**src/logic/lcd_pkg.sv**
```systemverilog
package lcd_pkg;

	// Control bus window, base aligned to 16 bytes
	localparam int CTRL_ADDR_W = 16;
	localparam logic [CTRL_ADDR_W-1:0] LCD_BASE_ADDR = 16'h0040;

	// Register offsets inside the window
	localparam logic [3:0] REG_CTRL       = 4'h0;
	localparam logic [3:0] REG_H_RES_LOW  = 4'h1;
	localparam logic [3:0] REG_H_RES_HIGH = 4'h2;
	localparam logic [3:0] REG_H_PULSE    = 4'h3;
	localparam logic [3:0] REG_H_BACK     = 4'h4;
	localparam logic [3:0] REG_H_FRONT    = 4'h5;
	localparam logic [3:0] REG_V_RES_LOW  = 4'h6;
	localparam logic [3:0] REG_V_RES_HIGH = 4'h7;
	localparam logic [3:0] REG_V_PULSE    = 4'h8;
	localparam logic [3:0] REG_V_BACK     = 4'h9;
	localparam logic [3:0] REG_V_FRONT    = 4'hA;
	localparam logic [3:0] REG_PIXEL_SIZE = 4'hB;

	// Line and frame counters
	localparam int CNT_W = 13;
	typedef logic [CNT_W-1:0] cnt_t;

	// Pixel size codes, anything else is 24-bit
	localparam logic [7:0] PIX_8  = 8'd8;
	localparam logic [7:0] PIX_16 = 8'd16;

	// Values loaded on reset
	localparam logic [15:0] RST_H_RES      = 16'd800;
	localparam logic [7:0]  RST_H_PULSE    = 8'd2;
	localparam logic [7:0]  RST_H_BACK     = 8'd46;
	localparam logic [7:0]  RST_H_FRONT    = 8'd210;
	localparam logic [15:0] RST_V_RES      = 16'd480;
	localparam logic [7:0]  RST_V_PULSE    = 8'd2;
	localparam logic [7:0]  RST_V_BACK     = 8'd23;
	localparam logic [7:0]  RST_V_FRONT    = 8'd22;
	localparam logic [7:0]  RST_PIXEL_SIZE = 8'd16;
	localparam logic        RST_EN         = 1'b0;

	typedef struct packed {
		logic [15:0] h_res;
		logic [7:0]  h_pulse;
		logic [7:0]  h_back;
		logic [7:0]  h_front;
		logic [15:0] v_res;
		logic [7:0]  v_pulse;
		logic [7:0]  v_back;
		logic [7:0]  v_front;
	} lcd_timing_cfg_t;

	typedef struct packed {
		logic hsync_inv;
		logic vsync_inv;
		logic de_inv;
	} lcd_polarity_t;

	localparam lcd_polarity_t RST_POL = '{hsync_inv: 1'b1, vsync_inv: 1'b1, de_inv: 1'b0};

	typedef struct packed {
		logic hsync;
		logic vsync;
		logic de;
	} lcd_raw_sync_t;

	typedef struct packed {
		logic [7:0] r;
		logic [7:0] g;
		logic [7:0] b;
	} lcd_rgb_t;

	// Views of the color word, red always at the low end
	typedef struct packed {
		logic [7:0] pad;
		logic [7:0] b;
		logic [7:0] g;
		logic [7:0] r;
	} lcd_pix24_t;

	typedef struct packed {
		logic [15:0] pad;
		logic [4:0]  b;
		logic [5:0]  g;
		logic [4:0]  r;
	} lcd_pix565_t;

	typedef struct packed {
		logic [23:0] pad;
		logic [2:0]  b;
		logic [1:0]  g;
		logic [2:0]  r;
	} lcd_pix323_t;

	typedef union packed {
		logic [31:0] raw;
		lcd_pix24_t  rgb24;
		lcd_pix565_t rgb565;
		lcd_pix323_t rgb323;
	} lcd_pixel_u;

endpackage

```
**src/logic/lcd_regs.sv**
```systemverilog
module lcd_regs (
	input  logic                              rst,
	input  logic                              ctrl_clk,
	input  logic [lcd_pkg::CTRL_ADDR_W-1:0]   ctrl_addr,
	input  logic                              ctrl_wr,
	input  logic                              ctrl_rd,
	input  logic [7:0]                        ctrl_data_in,
	output logic [7:0]                        ctrl_data_out,
	output lcd_pkg::lcd_timing_cfg_t          cfg,
	output lcd_pkg::lcd_polarity_t            pol,
	output logic                              en,
	output logic [7:0]                        pixel_size
);

	logic       in_win;
	logic       wr_sel;
	logic       rd_sel;
	logic [3:0] offset;
	logic [7:0] res_stage;

	// Window is 16 bytes on an aligned base
	assign in_win = (ctrl_addr[lcd_pkg::CTRL_ADDR_W-1:4] ==
		lcd_pkg::LCD_BASE_ADDR[lcd_pkg::CTRL_ADDR_W-1:4]);
	assign wr_sel = in_win && ctrl_wr;
	assign rd_sel = in_win && ctrl_rd;
	assign offset = ctrl_addr[3:0];

	always_ff @(posedge ctrl_clk or posedge rst)
	begin
		if (rst)
		begin
			en          <= lcd_pkg::RST_EN;
			pol         <= lcd_pkg::RST_POL;
			cfg.h_res   <= lcd_pkg::RST_H_RES;
			cfg.h_pulse <= lcd_pkg::RST_H_PULSE;
			cfg.h_back  <= lcd_pkg::RST_H_BACK;
			cfg.h_front <= lcd_pkg::RST_H_FRONT;
			cfg.v_res   <= lcd_pkg::RST_V_RES;
			cfg.v_pulse <= lcd_pkg::RST_V_PULSE;
			cfg.v_back  <= lcd_pkg::RST_V_BACK;
			cfg.v_front <= lcd_pkg::RST_V_FRONT;
			pixel_size  <= lcd_pkg::RST_PIXEL_SIZE;
			res_stage   <= 8'h00;
		end
		else if (wr_sel)
		begin
			case (offset)
				lcd_pkg::REG_CTRL:
				begin
					en            <= ctrl_data_in[0];
					pol.de_inv    <= ctrl_data_in[1];
					pol.vsync_inv <= ctrl_data_in[2];
					pol.hsync_inv <= ctrl_data_in[3];
				end
				// High bytes wait here until the low byte arrives
				lcd_pkg::REG_H_RES_HIGH,
				lcd_pkg::REG_V_RES_HIGH: res_stage <= ctrl_data_in;
				lcd_pkg::REG_H_RES_LOW:  cfg.h_res <= {res_stage, ctrl_data_in};
				lcd_pkg::REG_V_RES_LOW:  cfg.v_res <= {res_stage, ctrl_data_in};
				lcd_pkg::REG_H_PULSE:    cfg.h_pulse <= ctrl_data_in;
				lcd_pkg::REG_H_BACK:     cfg.h_back <= ctrl_data_in;
				lcd_pkg::REG_H_FRONT:    cfg.h_front <= ctrl_data_in;
				lcd_pkg::REG_V_PULSE:    cfg.v_pulse <= ctrl_data_in;
				lcd_pkg::REG_V_BACK:     cfg.v_back <= ctrl_data_in;
				lcd_pkg::REG_V_FRONT:    cfg.v_front <= ctrl_data_in;
				lcd_pkg::REG_PIXEL_SIZE: pixel_size <= ctrl_data_in;
				default: ;
			endcase
		end
	end

	// Readback, high-byte offsets return the committed value
	always_comb
	begin
		ctrl_data_out = 8'h00;
		if (rd_sel)
		begin
			case (offset)
				lcd_pkg::REG_CTRL:
					ctrl_data_out = {4'h0, pol.hsync_inv, pol.vsync_inv, pol.de_inv, en};
				lcd_pkg::REG_H_RES_LOW:  ctrl_data_out = cfg.h_res[7:0];
				lcd_pkg::REG_H_RES_HIGH: ctrl_data_out = cfg.h_res[15:8];
				lcd_pkg::REG_H_PULSE:    ctrl_data_out = cfg.h_pulse;
				lcd_pkg::REG_H_BACK:     ctrl_data_out = cfg.h_back;
				lcd_pkg::REG_H_FRONT:    ctrl_data_out = cfg.h_front;
				lcd_pkg::REG_V_RES_LOW:  ctrl_data_out = cfg.v_res[7:0];
				lcd_pkg::REG_V_RES_HIGH: ctrl_data_out = cfg.v_res[15:8];
				lcd_pkg::REG_V_PULSE:    ctrl_data_out = cfg.v_pulse;
				lcd_pkg::REG_V_BACK:     ctrl_data_out = cfg.v_back;
				lcd_pkg::REG_V_FRONT:    ctrl_data_out = cfg.v_front;
				lcd_pkg::REG_PIXEL_SIZE: ctrl_data_out = pixel_size;
				default:                 ctrl_data_out = 8'h00;
			endcase
		end
	end

endmodule

```
**src/logic/lcd_timing.sv**
```systemverilog
module lcd_timing (
	input  logic                     rst,
	input  logic                     ctrl_clk,
	input  logic                     en,
	input  lcd_pkg::lcd_timing_cfg_t cfg,
	output lcd_pkg::lcd_raw_sync_t   raw,
	output lcd_pkg::cnt_t            h_pos,
	output lcd_pkg::cnt_t            v_pos
);

	lcd_pkg::cnt_t h_cnt;
	lcd_pkg::cnt_t v_cnt;
	logic [8:0]    h_start;
	logic [8:0]    v_start;
	logic [16:0]   h_end;
	logic [16:0]   v_end;
	logic [16:0]   h_total;
	logic [16:0]   v_total;
	logic          h_last;
	logic          v_last;

	// Active area starts after pulse and back porch
	assign h_start = {1'b0, cfg.h_pulse} + {1'b0, cfg.h_back};
	assign v_start = {1'b0, cfg.v_pulse} + {1'b0, cfg.v_back};
	assign h_end   = 17'(h_start) + 17'(cfg.h_res);
	assign v_end   = 17'(v_start) + 17'(cfg.v_res);
	assign h_total = h_end + 17'(cfg.h_front);
	assign v_total = v_end + 17'(cfg.v_front);

	assign h_last = (17'(h_cnt) == h_total - 17'd1);
	assign v_last = (17'(v_cnt) == v_total - 17'd1);

	// Counters sit at zero while disabled
	always_ff @(posedge ctrl_clk or posedge rst)
	begin
		if (rst)
		begin
			h_cnt <= '0;
			v_cnt <= '0;
		end
		else if (!en)
		begin
			h_cnt <= '0;
			v_cnt <= '0;
		end
		else if (h_last)
		begin
			h_cnt <= '0;
			if (v_last)
				v_cnt <= '0;
			else
				v_cnt <= v_cnt + lcd_pkg::cnt_t'(1);
		end
		else
			h_cnt <= h_cnt + lcd_pkg::cnt_t'(1);
	end

	assign raw.hsync = en && (17'(h_cnt) < 17'(cfg.h_pulse));
	assign raw.vsync = en && (17'(v_cnt) < 17'(cfg.v_pulse));
	assign raw.de    = en &&
		(17'(h_cnt) >= 17'(h_start)) && (17'(h_cnt) < h_end) &&
		(17'(v_cnt) >= 17'(v_start)) && (17'(v_cnt) < v_end);

	// Position inside the active area, meaningless outside it
	assign h_pos = h_cnt - lcd_pkg::cnt_t'(h_start);
	assign v_pos = v_cnt - lcd_pkg::cnt_t'(v_start);

endmodule

```
**src/logic/lcd_pixel_decode.sv**
```systemverilog
module lcd_pixel_decode (
	input  lcd_pkg::lcd_pixel_u color_data_in,
	input  logic [7:0]          pixel_size,
	output lcd_pkg::lcd_rgb_t   rgb
);

	// Narrow channels are left aligned, low bits zero
	always_comb
	begin
		case (pixel_size)
			lcd_pkg::PIX_8:
			begin
				rgb.r = {color_data_in.rgb323.r, 5'h00};
				rgb.g = {color_data_in.rgb323.g, 6'h00};
				rgb.b = {color_data_in.rgb323.b, 5'h00};
			end
			lcd_pkg::PIX_16:
			begin
				rgb.r = {color_data_in.rgb565.r, 3'h0};
				rgb.g = {color_data_in.rgb565.g, 2'h0};
				rgb.b = {color_data_in.rgb565.b, 3'h0};
			end
			default:
			begin
				// 24-bit, bytes taken as they are
				rgb.r = color_data_in.rgb24.r;
				rgb.g = color_data_in.rgb24.g;
				rgb.b = color_data_in.rgb24.b;
			end
		endcase
	end

endmodule

```
**src/logic/lcd_output.sv**
```systemverilog
module lcd_output (
	input  logic                   rst,
	input  logic                   ctrl_clk,
	input  lcd_pkg::lcd_raw_sync_t raw,
	input  lcd_pkg::lcd_polarity_t pol,
	input  lcd_pkg::lcd_rgb_t      rgb,
	output logic                   lcd_h_sync,
	output logic                   lcd_v_sync,
	output logic                   lcd_de,
	output lcd_pkg::lcd_rgb_t      lcd_color
);

	// All panel pins leave on the same edge
	always_ff @(posedge ctrl_clk or posedge rst)
	begin
		if (rst)
		begin
			lcd_h_sync <= lcd_pkg::RST_POL.hsync_inv;
			lcd_v_sync <= lcd_pkg::RST_POL.vsync_inv;
			lcd_de     <= lcd_pkg::RST_POL.de_inv;
			lcd_color  <= '0;
		end
		else
		begin
			lcd_h_sync <= raw.hsync ^ pol.hsync_inv;
			lcd_v_sync <= raw.vsync ^ pol.vsync_inv;
			lcd_de     <= raw.de ^ pol.de_inv;
			// Blank outside the active area
			lcd_color  <= raw.de ? rgb : '0;
		end
	end

endmodule

```
**src/logic/lcd_top.sv**
```systemverilog
module lcd_top (
	input  logic                            rst,
	input  logic                            ctrl_clk,
	input  logic [lcd_pkg::CTRL_ADDR_W-1:0] ctrl_addr,
	input  logic                            ctrl_wr,
	input  logic                            ctrl_rd,
	input  logic [7:0]                      ctrl_data_in,
	output logic [7:0]                      ctrl_data_out,
	input  logic [31:0]                     color_data_in,
	output logic                            lcd_h_sync,
	output logic                            lcd_v_sync,
	output logic                            lcd_de,
	output lcd_pkg::lcd_rgb_t               lcd_color,
	output lcd_pkg::cnt_t                   h_pos,
	output lcd_pkg::cnt_t                   v_pos
);

	lcd_pkg::lcd_timing_cfg_t cfg;
	lcd_pkg::lcd_polarity_t   pol;
	logic                     en;
	logic [7:0]               pixel_size;
	lcd_pkg::lcd_raw_sync_t   raw;
	lcd_pkg::lcd_rgb_t        rgb;

	lcd_regs u_regs (
		.rst          (rst),
		.ctrl_clk     (ctrl_clk),
		.ctrl_addr    (ctrl_addr),
		.ctrl_wr      (ctrl_wr),
		.ctrl_rd      (ctrl_rd),
		.ctrl_data_in (ctrl_data_in),
		.ctrl_data_out(ctrl_data_out),
		.cfg          (cfg),
		.pol          (pol),
		.en           (en),
		.pixel_size   (pixel_size)
	);

	lcd_timing u_timing (
		.rst     (rst),
		.ctrl_clk(ctrl_clk),
		.en      (en),
		.cfg     (cfg),
		.raw     (raw),
		.h_pos   (h_pos),
		.v_pos   (v_pos)
	);

	// Color for the current position arrives in the same cycle
	lcd_pixel_decode u_decode (
		.color_data_in(color_data_in),
		.pixel_size   (pixel_size),
		.rgb          (rgb)
	);

	lcd_output u_output (
		.rst       (rst),
		.ctrl_clk  (ctrl_clk),
		.raw       (raw),
		.pol       (pol),
		.rgb       (rgb),
		.lcd_h_sync(lcd_h_sync),
		.lcd_v_sync(lcd_v_sync),
		.lcd_de    (lcd_de),
		.lcd_color (lcd_color)
	);

endmodule

```
**config.mk**
```make
export PLATFORM = sky130hd
export DESIGN_NAME = lcd_top
export DESIGN_NICKNAME = d
export VERILOG_FILES = /design/src/logic/lcd_pkg.sv /design/src/logic/lcd_regs.sv /design/src/logic/lcd_timing.sv /design/src/logic/lcd_pixel_decode.sv /design/src/logic/lcd_output.sv /design/src/logic/lcd_top.sv
export SDC_FILE = /design/constraint.sdc
export NUM_CORES = 1
export LEC_CHECK = 0
export BUFFER_PORTS_ARGS = -buffer_cell sky130_fd_sc_hd__buf_2
export CELL_PAD_IN_SITES_DETAIL_PLACEMENT = 1
export CELL_PAD_IN_SITES_GLOBAL_PLACEMENT = 1
export CORE_UTILIZATION = 45
export DETAILED_ROUTE_END_ITERATION = 10
export PLACE_DENSITY_LB_ADDON = 0.25
export SYNTH_ARGS = -nofsm -noshare
export SYNTH_HDL_FRONTEND = slang
export SYNTH_HIERARCHICAL = 1
export SYNTH_SLANG_ARGS = --single-unit
```
**constraint.sdc**
```tcl
create_clock -name ctrl_clk -period 15.39 [get_ports ctrl_clk]
set_clock_uncertainty 0.15 [all_clocks]
set_input_delay 0.7695 -clock ctrl_clk [delete_from_list [all_inputs] [get_ports ctrl_clk]]
set_output_delay 0.7695 -clock ctrl_clk [all_outputs]
set_load 0.03 [all_outputs]
```
# Yosys cells after proc, flatten, opt, wreduce, memory -nomap -nowiden
# Index checks and enable logic that the tools add are counted.
word_totals:
  ramBits: 0
  wordCells: 90
  rom_bits: 0
  register_bits: 153
  latchBits: 0
  mem_count: 0
  output_inout_bits: 61
op_classes:
  magnitude_cmp: 6
  eq_ne: 17
  shifts: 0
  div_mod_pow: 0
  addsub: 12
  reduce_logical: 21
  bitwise: 3
  muxes: 9
  n_mul: 0
ops:
  columns: ["operator", "count"]
  rows:
  - ["8-bit one-hot mux with 12 select lines", 1]
  - ["13-bit 2-to-1 mux", 5]
  - ["24-bit one-hot mux with 2 select lines", 1]
  - ["17-bit by 8-bit adder with 17-bit output", 2]
  - ["9-bit by 16-bit adder with 17-bit output", 2]
  - ["13-bit by 17-bit equality test with 1-bit output", 2]
  - ["13-bit by 17-bit less-than comparator with 1-bit output", 2]
  - ["17-bit by 1-bit subtractor with 17-bit output, second input constant", 2]
  - ["13-bit by 1-bit adder with 13-bit output, second input constant", 2]
  - ["13-bit by 9-bit >= comparator with 1-bit output", 2]
  - ["13-bit by 8-bit less-than comparator with 1-bit output", 2]
  - ["13-bit by 9-bit subtractor with 13-bit output", 2]
  - ["24-bit 2-to-1 mux", 1]
  - ["2-bit AND reduction", 11]
  - ["8-bit by 8-bit adder with 9-bit output", 2]
  - ["4-bit by 3-bit equality test with 1-bit output, second input constant", 4]
  - ["4-bit equality test, second input constant", 4]
  - ["12-bit by 3-bit equality test with 1-bit output, second input constant", 1]
  - ["4-bit by 2-bit equality test with 1-bit output, second input constant", 2]
  - ["8-bit by 4-bit equality test with 1-bit output, second input constant", 1]
  - ["8-bit by 5-bit equality test with 1-bit output, second input constant", 1]
  - ["1-bit logical AND", 8]
  - ["8-bit 2-to-1 mux", 1]
  - ["4-bit by 1-bit equality test with 1-bit output, second input constant", 1]
  - ["other kinds (4)", 6]

# Logic depth before layout (Yosys ltp)
depth:
  word_depth: 8
  depth_mapped: 31
  ltp_nobuf: 28

# Hierarchy
# The synthesis kept the hierarchy.
by_module_without_submodules:
  columns: ["module", "area_each_um2", "cells_per_inst", "instances", "seq_area_each_um2"]
  rows:
  - ["lcd_timing", 7111.8, 921, 1, 650.6]
  - ["lcd_regs", 4909.7, 372, 1, 2536.2]
  - ["lcd_output", 903.4, 57, 1, 678.2]
  - ["lcd_pixel_decode", 498.0, 86, 1, 0.0]

# Worst setup path after synthesis
# Ideal clock, no wire load.
synth_timing:
  path_kind: "flip-flop to flip-flop"
  from: "register, netlist name u_regs/cfg[16]"
  to: "register u_timing.v_cnt[10]"
  arrival_time_ns: 5.582
  path_stages_with_launch: 27
  required_time_ns: 15.121
  path_slack_ns: 9.539
  n_path_buf: 2
  cell_sequence: "dfrtp_1 > ha_1 > fa_1 > a21oi_1 > nor2_1 > nor2_1 > xnor2_1 > ha_1 > a21oi_1 > o21ai_0 > xnor2_1 > ha_1 > inv_1 > ha_1 > a21o_1 > a221oi_2 > o21ai_0 > xor2_1 > xnor2_1 > xnor2_1 > or4_1 > a2111oi_0 > and4b_1 > buf_2 > buf_2 > o2bb2ai_1 > o21a_1"
synth_between:
  elab_chain_len: 8
synth_rtl:
  columns: ["element", "line", "rtl"]
  rows:
  - ["8-bit by 8-bit adder with 9-bit output", "lcd_timing.sv:24", "assign v_start = {1'b0, cfg.v_pulse} + {1'b0, cfg.v_back};"]
  - ["9-bit by 16-bit adder with 17-bit output", "lcd_timing.sv:26", "assign v_end = 17'(v_start) + 17'(cfg.v_res);"]
  - ["17-bit by 8-bit adder with 17-bit output", "lcd_timing.sv:28", "assign v_total = v_end + 17'(cfg.v_front);"]
  - ["17-bit by 1-bit subtractor with 17-bit output", "lcd_timing.sv:31", "assign v_last = (17'(v_cnt) == v_total - 17'd1);"]
  - ["13-bit by 17-bit equality test with 1-bit output", "lcd_timing.sv:31", null]
  - ["13-bit 2-to-1 mux", "lcd_timing.sv:49", "if (v_last)"]
  - ["13-bit 2-to-1 mux", "lcd_timing.sv:46", "else if (h_last)"]
  - ["13-bit 2-to-1 mux", "lcd_timing.sv:41", "else if (!en)"]
  - ["end signal, assigned", "lcd_timing.sv:52", "v_cnt <= v_cnt + lcd_pkg::cnt_t'(1);"]
  - ["end, declared", "lcd_timing.sv:12", "lcd_pkg::cnt_t v_cnt;"]
# No other way between the ends. The select of a mux whose other input is x is not followed.
# A chain may end at the register's enable or synchronous reset.

# Final worst setup path
layout_timing:
  from: "register, netlist name u_regs/cfg[16]"
  to: "register u_timing.v_cnt[7]"
layout_between:
  elab_chain_len: 8
layout_rtl:
  columns: ["element", "line"]
  rows:
  - ["8-bit by 8-bit adder with 9-bit output", "lcd_timing.sv:24"]
  - ["9-bit by 16-bit adder with 17-bit output", "lcd_timing.sv:26"]
  - ["17-bit by 8-bit adder with 17-bit output", "lcd_timing.sv:28"]
  - ["17-bit by 1-bit subtractor with 17-bit output", "lcd_timing.sv:31"]
  - ["13-bit by 17-bit equality test with 1-bit output", "lcd_timing.sv:31"]
  - ["13-bit 2-to-1 mux", "lcd_timing.sv:49"]
  - ["13-bit 2-to-1 mux", "lcd_timing.sv:46"]
  - ["13-bit 2-to-1 mux", "lcd_timing.sv:41"]
# No other way between the ends. The select of a mux whose other input is x is not followed.

==> qor.csv <==
stage;metric;value;unit
clocking;CTS H-Tree Depth;4;
synthesis;cells after synthesis;1436;
timing;Slew Limit Fails;0;
route;DRC errors left;0;
critical_path;Crit path max-delay family;simple AND/OR/NAND/NOR gates;
route;routed wire length;42100;um
critical_path;Worst EP arrival;7.84;ns
clocking;clock tree root buffer cell;clkbuf_16;
grt;first-pass GRT wire length;67400;um
route;DRT iter0 DRCs;717;
grt;initial antenna violation count;1;
timing;achievable clock frequency;0.131;GHz
placement;placed cell count;1872;
cells_and_area;area grow syn2layout;10.4;%
placement;IO buf count;112;
synthesis;top_reg_cell synth;dfrtp_1;
worst_hold_path;HP Class;input pin to async pin;
critical_path;kind of critical path;flip-flop to flip-flop;
die;die area;30500;um^2
timing;endpoints failing setup;0;
grt;met2 usage;45.5;%
clocking;# resized after CTS;0;
status;status;complete, no violations;
placement;GP Congestion;0.889;
grt;largest net degree at the start of global routing;52;
grt;met1 Track Usage GR;38.2;%
power_and_ir_drop;maximum VDD drop;0.0642;mV
grt;vias in the first global route;12100;
critical_path;Critical Path RT;15.57;ns
power_and_ir_drop;Leakage;6.88;nW
route;Final ANT Viol Nets;0;
cells_and_area;commonest non-fill, non-tap cell in the layout;dfrtp_1;
die;placeable core area;29000;um^2
clocking;Sink Count;153;
grt;grt total ovfl;0;
power_and_ir_drop;Comb power frac;5.2;%
flow_run;# Max-Cap Violations;0;
synthesis;unique cell type count in the Yosys netlist;102;
synthesis;Avg Cell Area, Syn;9.35;um^2
power_and_ir_drop;Switch Pwr;0.000239;W
die;Die H;175;um
synthesis;EDFF count, synth;0;
route;Via Count;11400;
clocking;Setup Fix Bufs, Post-CTS;0;
cells_and_area;Fillers;3340;
die;starting density of the core;46.3;%
route;First-pass DRT Iterations;5;
route;average wire per standard cell;22.1;um
cells_and_area;Nets;1691;
synthesis;yosys warns;6;
power_and_ir_drop;Clk pwr share;51.0;%
clocking;CTS Hold Bufs;0;
critical_path;CP max-delay cell;and4b_1;
power_and_ir_drop;Switching Fraction;26.0;%
timing;Worst Hold Slack;0.306;ns
timing;RSZ-0062 raised after global routing;no;
route;via/cell ratio;5.99;
cells_and_area;Final Core Density;51.1;%
clocking;CTS Buf Count;17;
timing;Tmin final;7.66;ns
synthesis;Async SR Flop Fraction;100;%
power_and_ir_drop;pwr dens;61.9;nW/um^2
die;Core Rows;62;
power_and_ir_drop;sequential share of power;43.8;%
critical_path;CP startpoint kind;flip-flop;
critical_path;R2R Path Start;u_regs/cfg[16];
synthesis;Mapped Nets;1620;
critical_path;critical-path maximum fanout;23;
grt;Total GRT Usage;28.2;%
synthesis;synthesized area;13400;um^2
timing;max-slew headroom at the worst pin;27.1;%
die;# IOs;121;
critical_path;Crit. Startpoint;u_regs/cfg[16];
clocking;TritonCTS clock tree;built;
timing;setup_tns;0;ns
clocking;Worst-Skew Late Latency;0.44;ns
die;Die Wd;175;um
timing;final hold violation count;0;
synthesis;sequential element share of the synthesized area;28.8;%
timing;Slew @ Worst Pin;1.08;ns
cells_and_area;Final Non-Filler Cells;1905;
cells_and_area;share of layout cells above drive strength 1;22.9;%
critical_path;slowest stage delay, CP;0.93;ns
clocking;Clock transition at path regs;0.07;ns
timing;fin crit share;49.8;%
synthesis;Seq cells post-synth;153;
clocking;CTS max path bufs;2;
critical_path;worst path bufs/invs;1;
placement;post-detailed-placement half-perimeter wirelength;32300;um
grt;busiest grt layer;met2;
critical_path;CP Capture Type;flip-flop;
power_and_ir_drop;Internal;0.000679;W
grt;met3 Usage GRT;5.33;%
cells_and_area;commonest non-fill, non-tap cells in the layout;124 x dfrtp_1, 119 x inv_1, 116 x ha_1;
power by group through the flow:
stage	registers, W	logic, W	clock network [W]
2_1_floorplan	0.000410	0.0000266	0
3_3_place_gp	0.000410	0.0000458	0
3_5_place_dp	0.000410	0.0000467	0
4_1_cts	0.000402	0.0000472	0.000475
5_1_grt	0.000402	0.0000515	0.000493
6_report	0.000402	0.0000473	0.000468
synth_stat cells (15+ instances only):
cell | number | area (um^2)
inv_1 | 120 | 450
nor3_1 | 17 | 85.1
a31oi_1 | 23 | 144
a21oi_1 | 66 | 330
mux2i_1 | 15 | 150
a21o_1 | 27 | 203
dfrtp_1 | 124 | 3100
o21bai_1 | 20 | 150
nor2b_1 | 19 | 119
a32oi_1 | 15 | 131
mux2_2 | 87 | 980
ha_1 | 116 | 1450
and2_2 | 19 | 143
xor2_1 | 51 | 447
o21a_1 | 16 | 120
nand4_1 | 16 | 100
o21ai_0 | 28 | 140
nand3_1 | 48 | 240
and3_1 | 20 | 125
clkbuf_1 | 33 | 124
nor2_1 | 69 | 259
dfstp_2 | 29 | 762
and2_1 | 18 | 113
xnor2_1 | 73 | 639
nand2b_1 | 16 | 100
nand2_1 | 82 | 308
worst register-to-register path, stage by stage, from the launching register on:
cell and delay (ns):
dfrtp_1 0.42, ha_1 0.23, fa_1 0.42, a21oi_1 0.17
nor2_1 0.05, nor2_1 0.18, o21bai_1 0.10, a21oi_1 0.29
xnor2_1 0.22, ha_1 0.37, a21oi_1 0.27, o211ai_1 0.20
a31oi_1 0.56, or2_2 0.24, xnor2_1 0.26, ha_1 0.30
inv_1 0.07, nand2_1 0.09, o21ai_0 0.19, nor4_1 0.46
nand4_1 0.17, or4_1 0.46, a2111oi_0 0.37, and4b_1 0.93
o2bb2ai_1 0.18, o21a_1 0.21
sequential cells by signal, indices dropped and copies added (netlist names):
register / flops
u_regs/cfg: 80
u_output/lcd_h_sync: 1
u_regs/res_stage: 8
u_timing/v_cnt: 13
u_output/lcd_color: 24
u_output/lcd_v_sync: 1
u_timing/h_cnt: 13
u_regs/en: 1
u_regs/pol: 3
u_regs/pixel_size: 8
u_output/lcd_de: 1
per-layer routing:
| metal | part of all wire (%) | wire length, um |
|---|---|---|
| met1 | 46 | 19400 |
| met2 | 46 | 19300 |
| met3 | 5.7 | 2420 |
| met4 | 2.4 | 1020 |
| met5 | 0 | 0 |
area by class of cell:
type	count	area [um^2]	share of cell area, %
Multi-Input combinational cell	1096	8770	59.2
Clock buffer	17	425	2.87
Inverter	120	453	3.06
Antenna cell	1	2.50	0.0169
Clock inverter	15	210	1.42
Sequential cell	153	3860	26.1
Tap cell	384	480	3.24
Timing Repair Buffer	119	613	4.14
cells by family after synthesis:
group	count (synthesis)	synth area share [%]
AO/OA/AOI/OAI	318	17.4
XOR/XNOR	125	8.26
AND/OR/NAND/NOR	404	17.2
buffers and inverters	187	5.87
multiplexers	119	10.1
flip-flops	153	28.8
adder cells (fa/ha/maj)	130	12.5
path summary, 6_finish.rpt:
path / to / slack (ns) / cells past startpoint
worst max-delay path: u_timing/v_cnt[7] / 7.73 / 25
worst min-delay path: u_regs/res_stage[2] / 0.31 / 2
worst max register to register: u_timing/v_cnt[7] / 7.73 / 25
worst min register to register: u_regs/cfg[77] / 0.37 / 1
max in group asynchronous: u_regs/cfg[26] / 13.65 / 3
min in group ctrl_clk: u_regs/cfg[77] / 0.37 / 1
metrics by stage:
step	setup WS (ns)	power [W]	instance area [um^2]
final	7.73	0.000918	14800
after global routing	7.15	0.000947	14800
after CTS	7.80	0.000925	14800
after detailed placement	7.88	0.000457	14200
after global placement	8.01	0.000456	14200
after floorplan	9.54	0.000436	13400
Note: power is estimated with default switching activity, not from simulation.
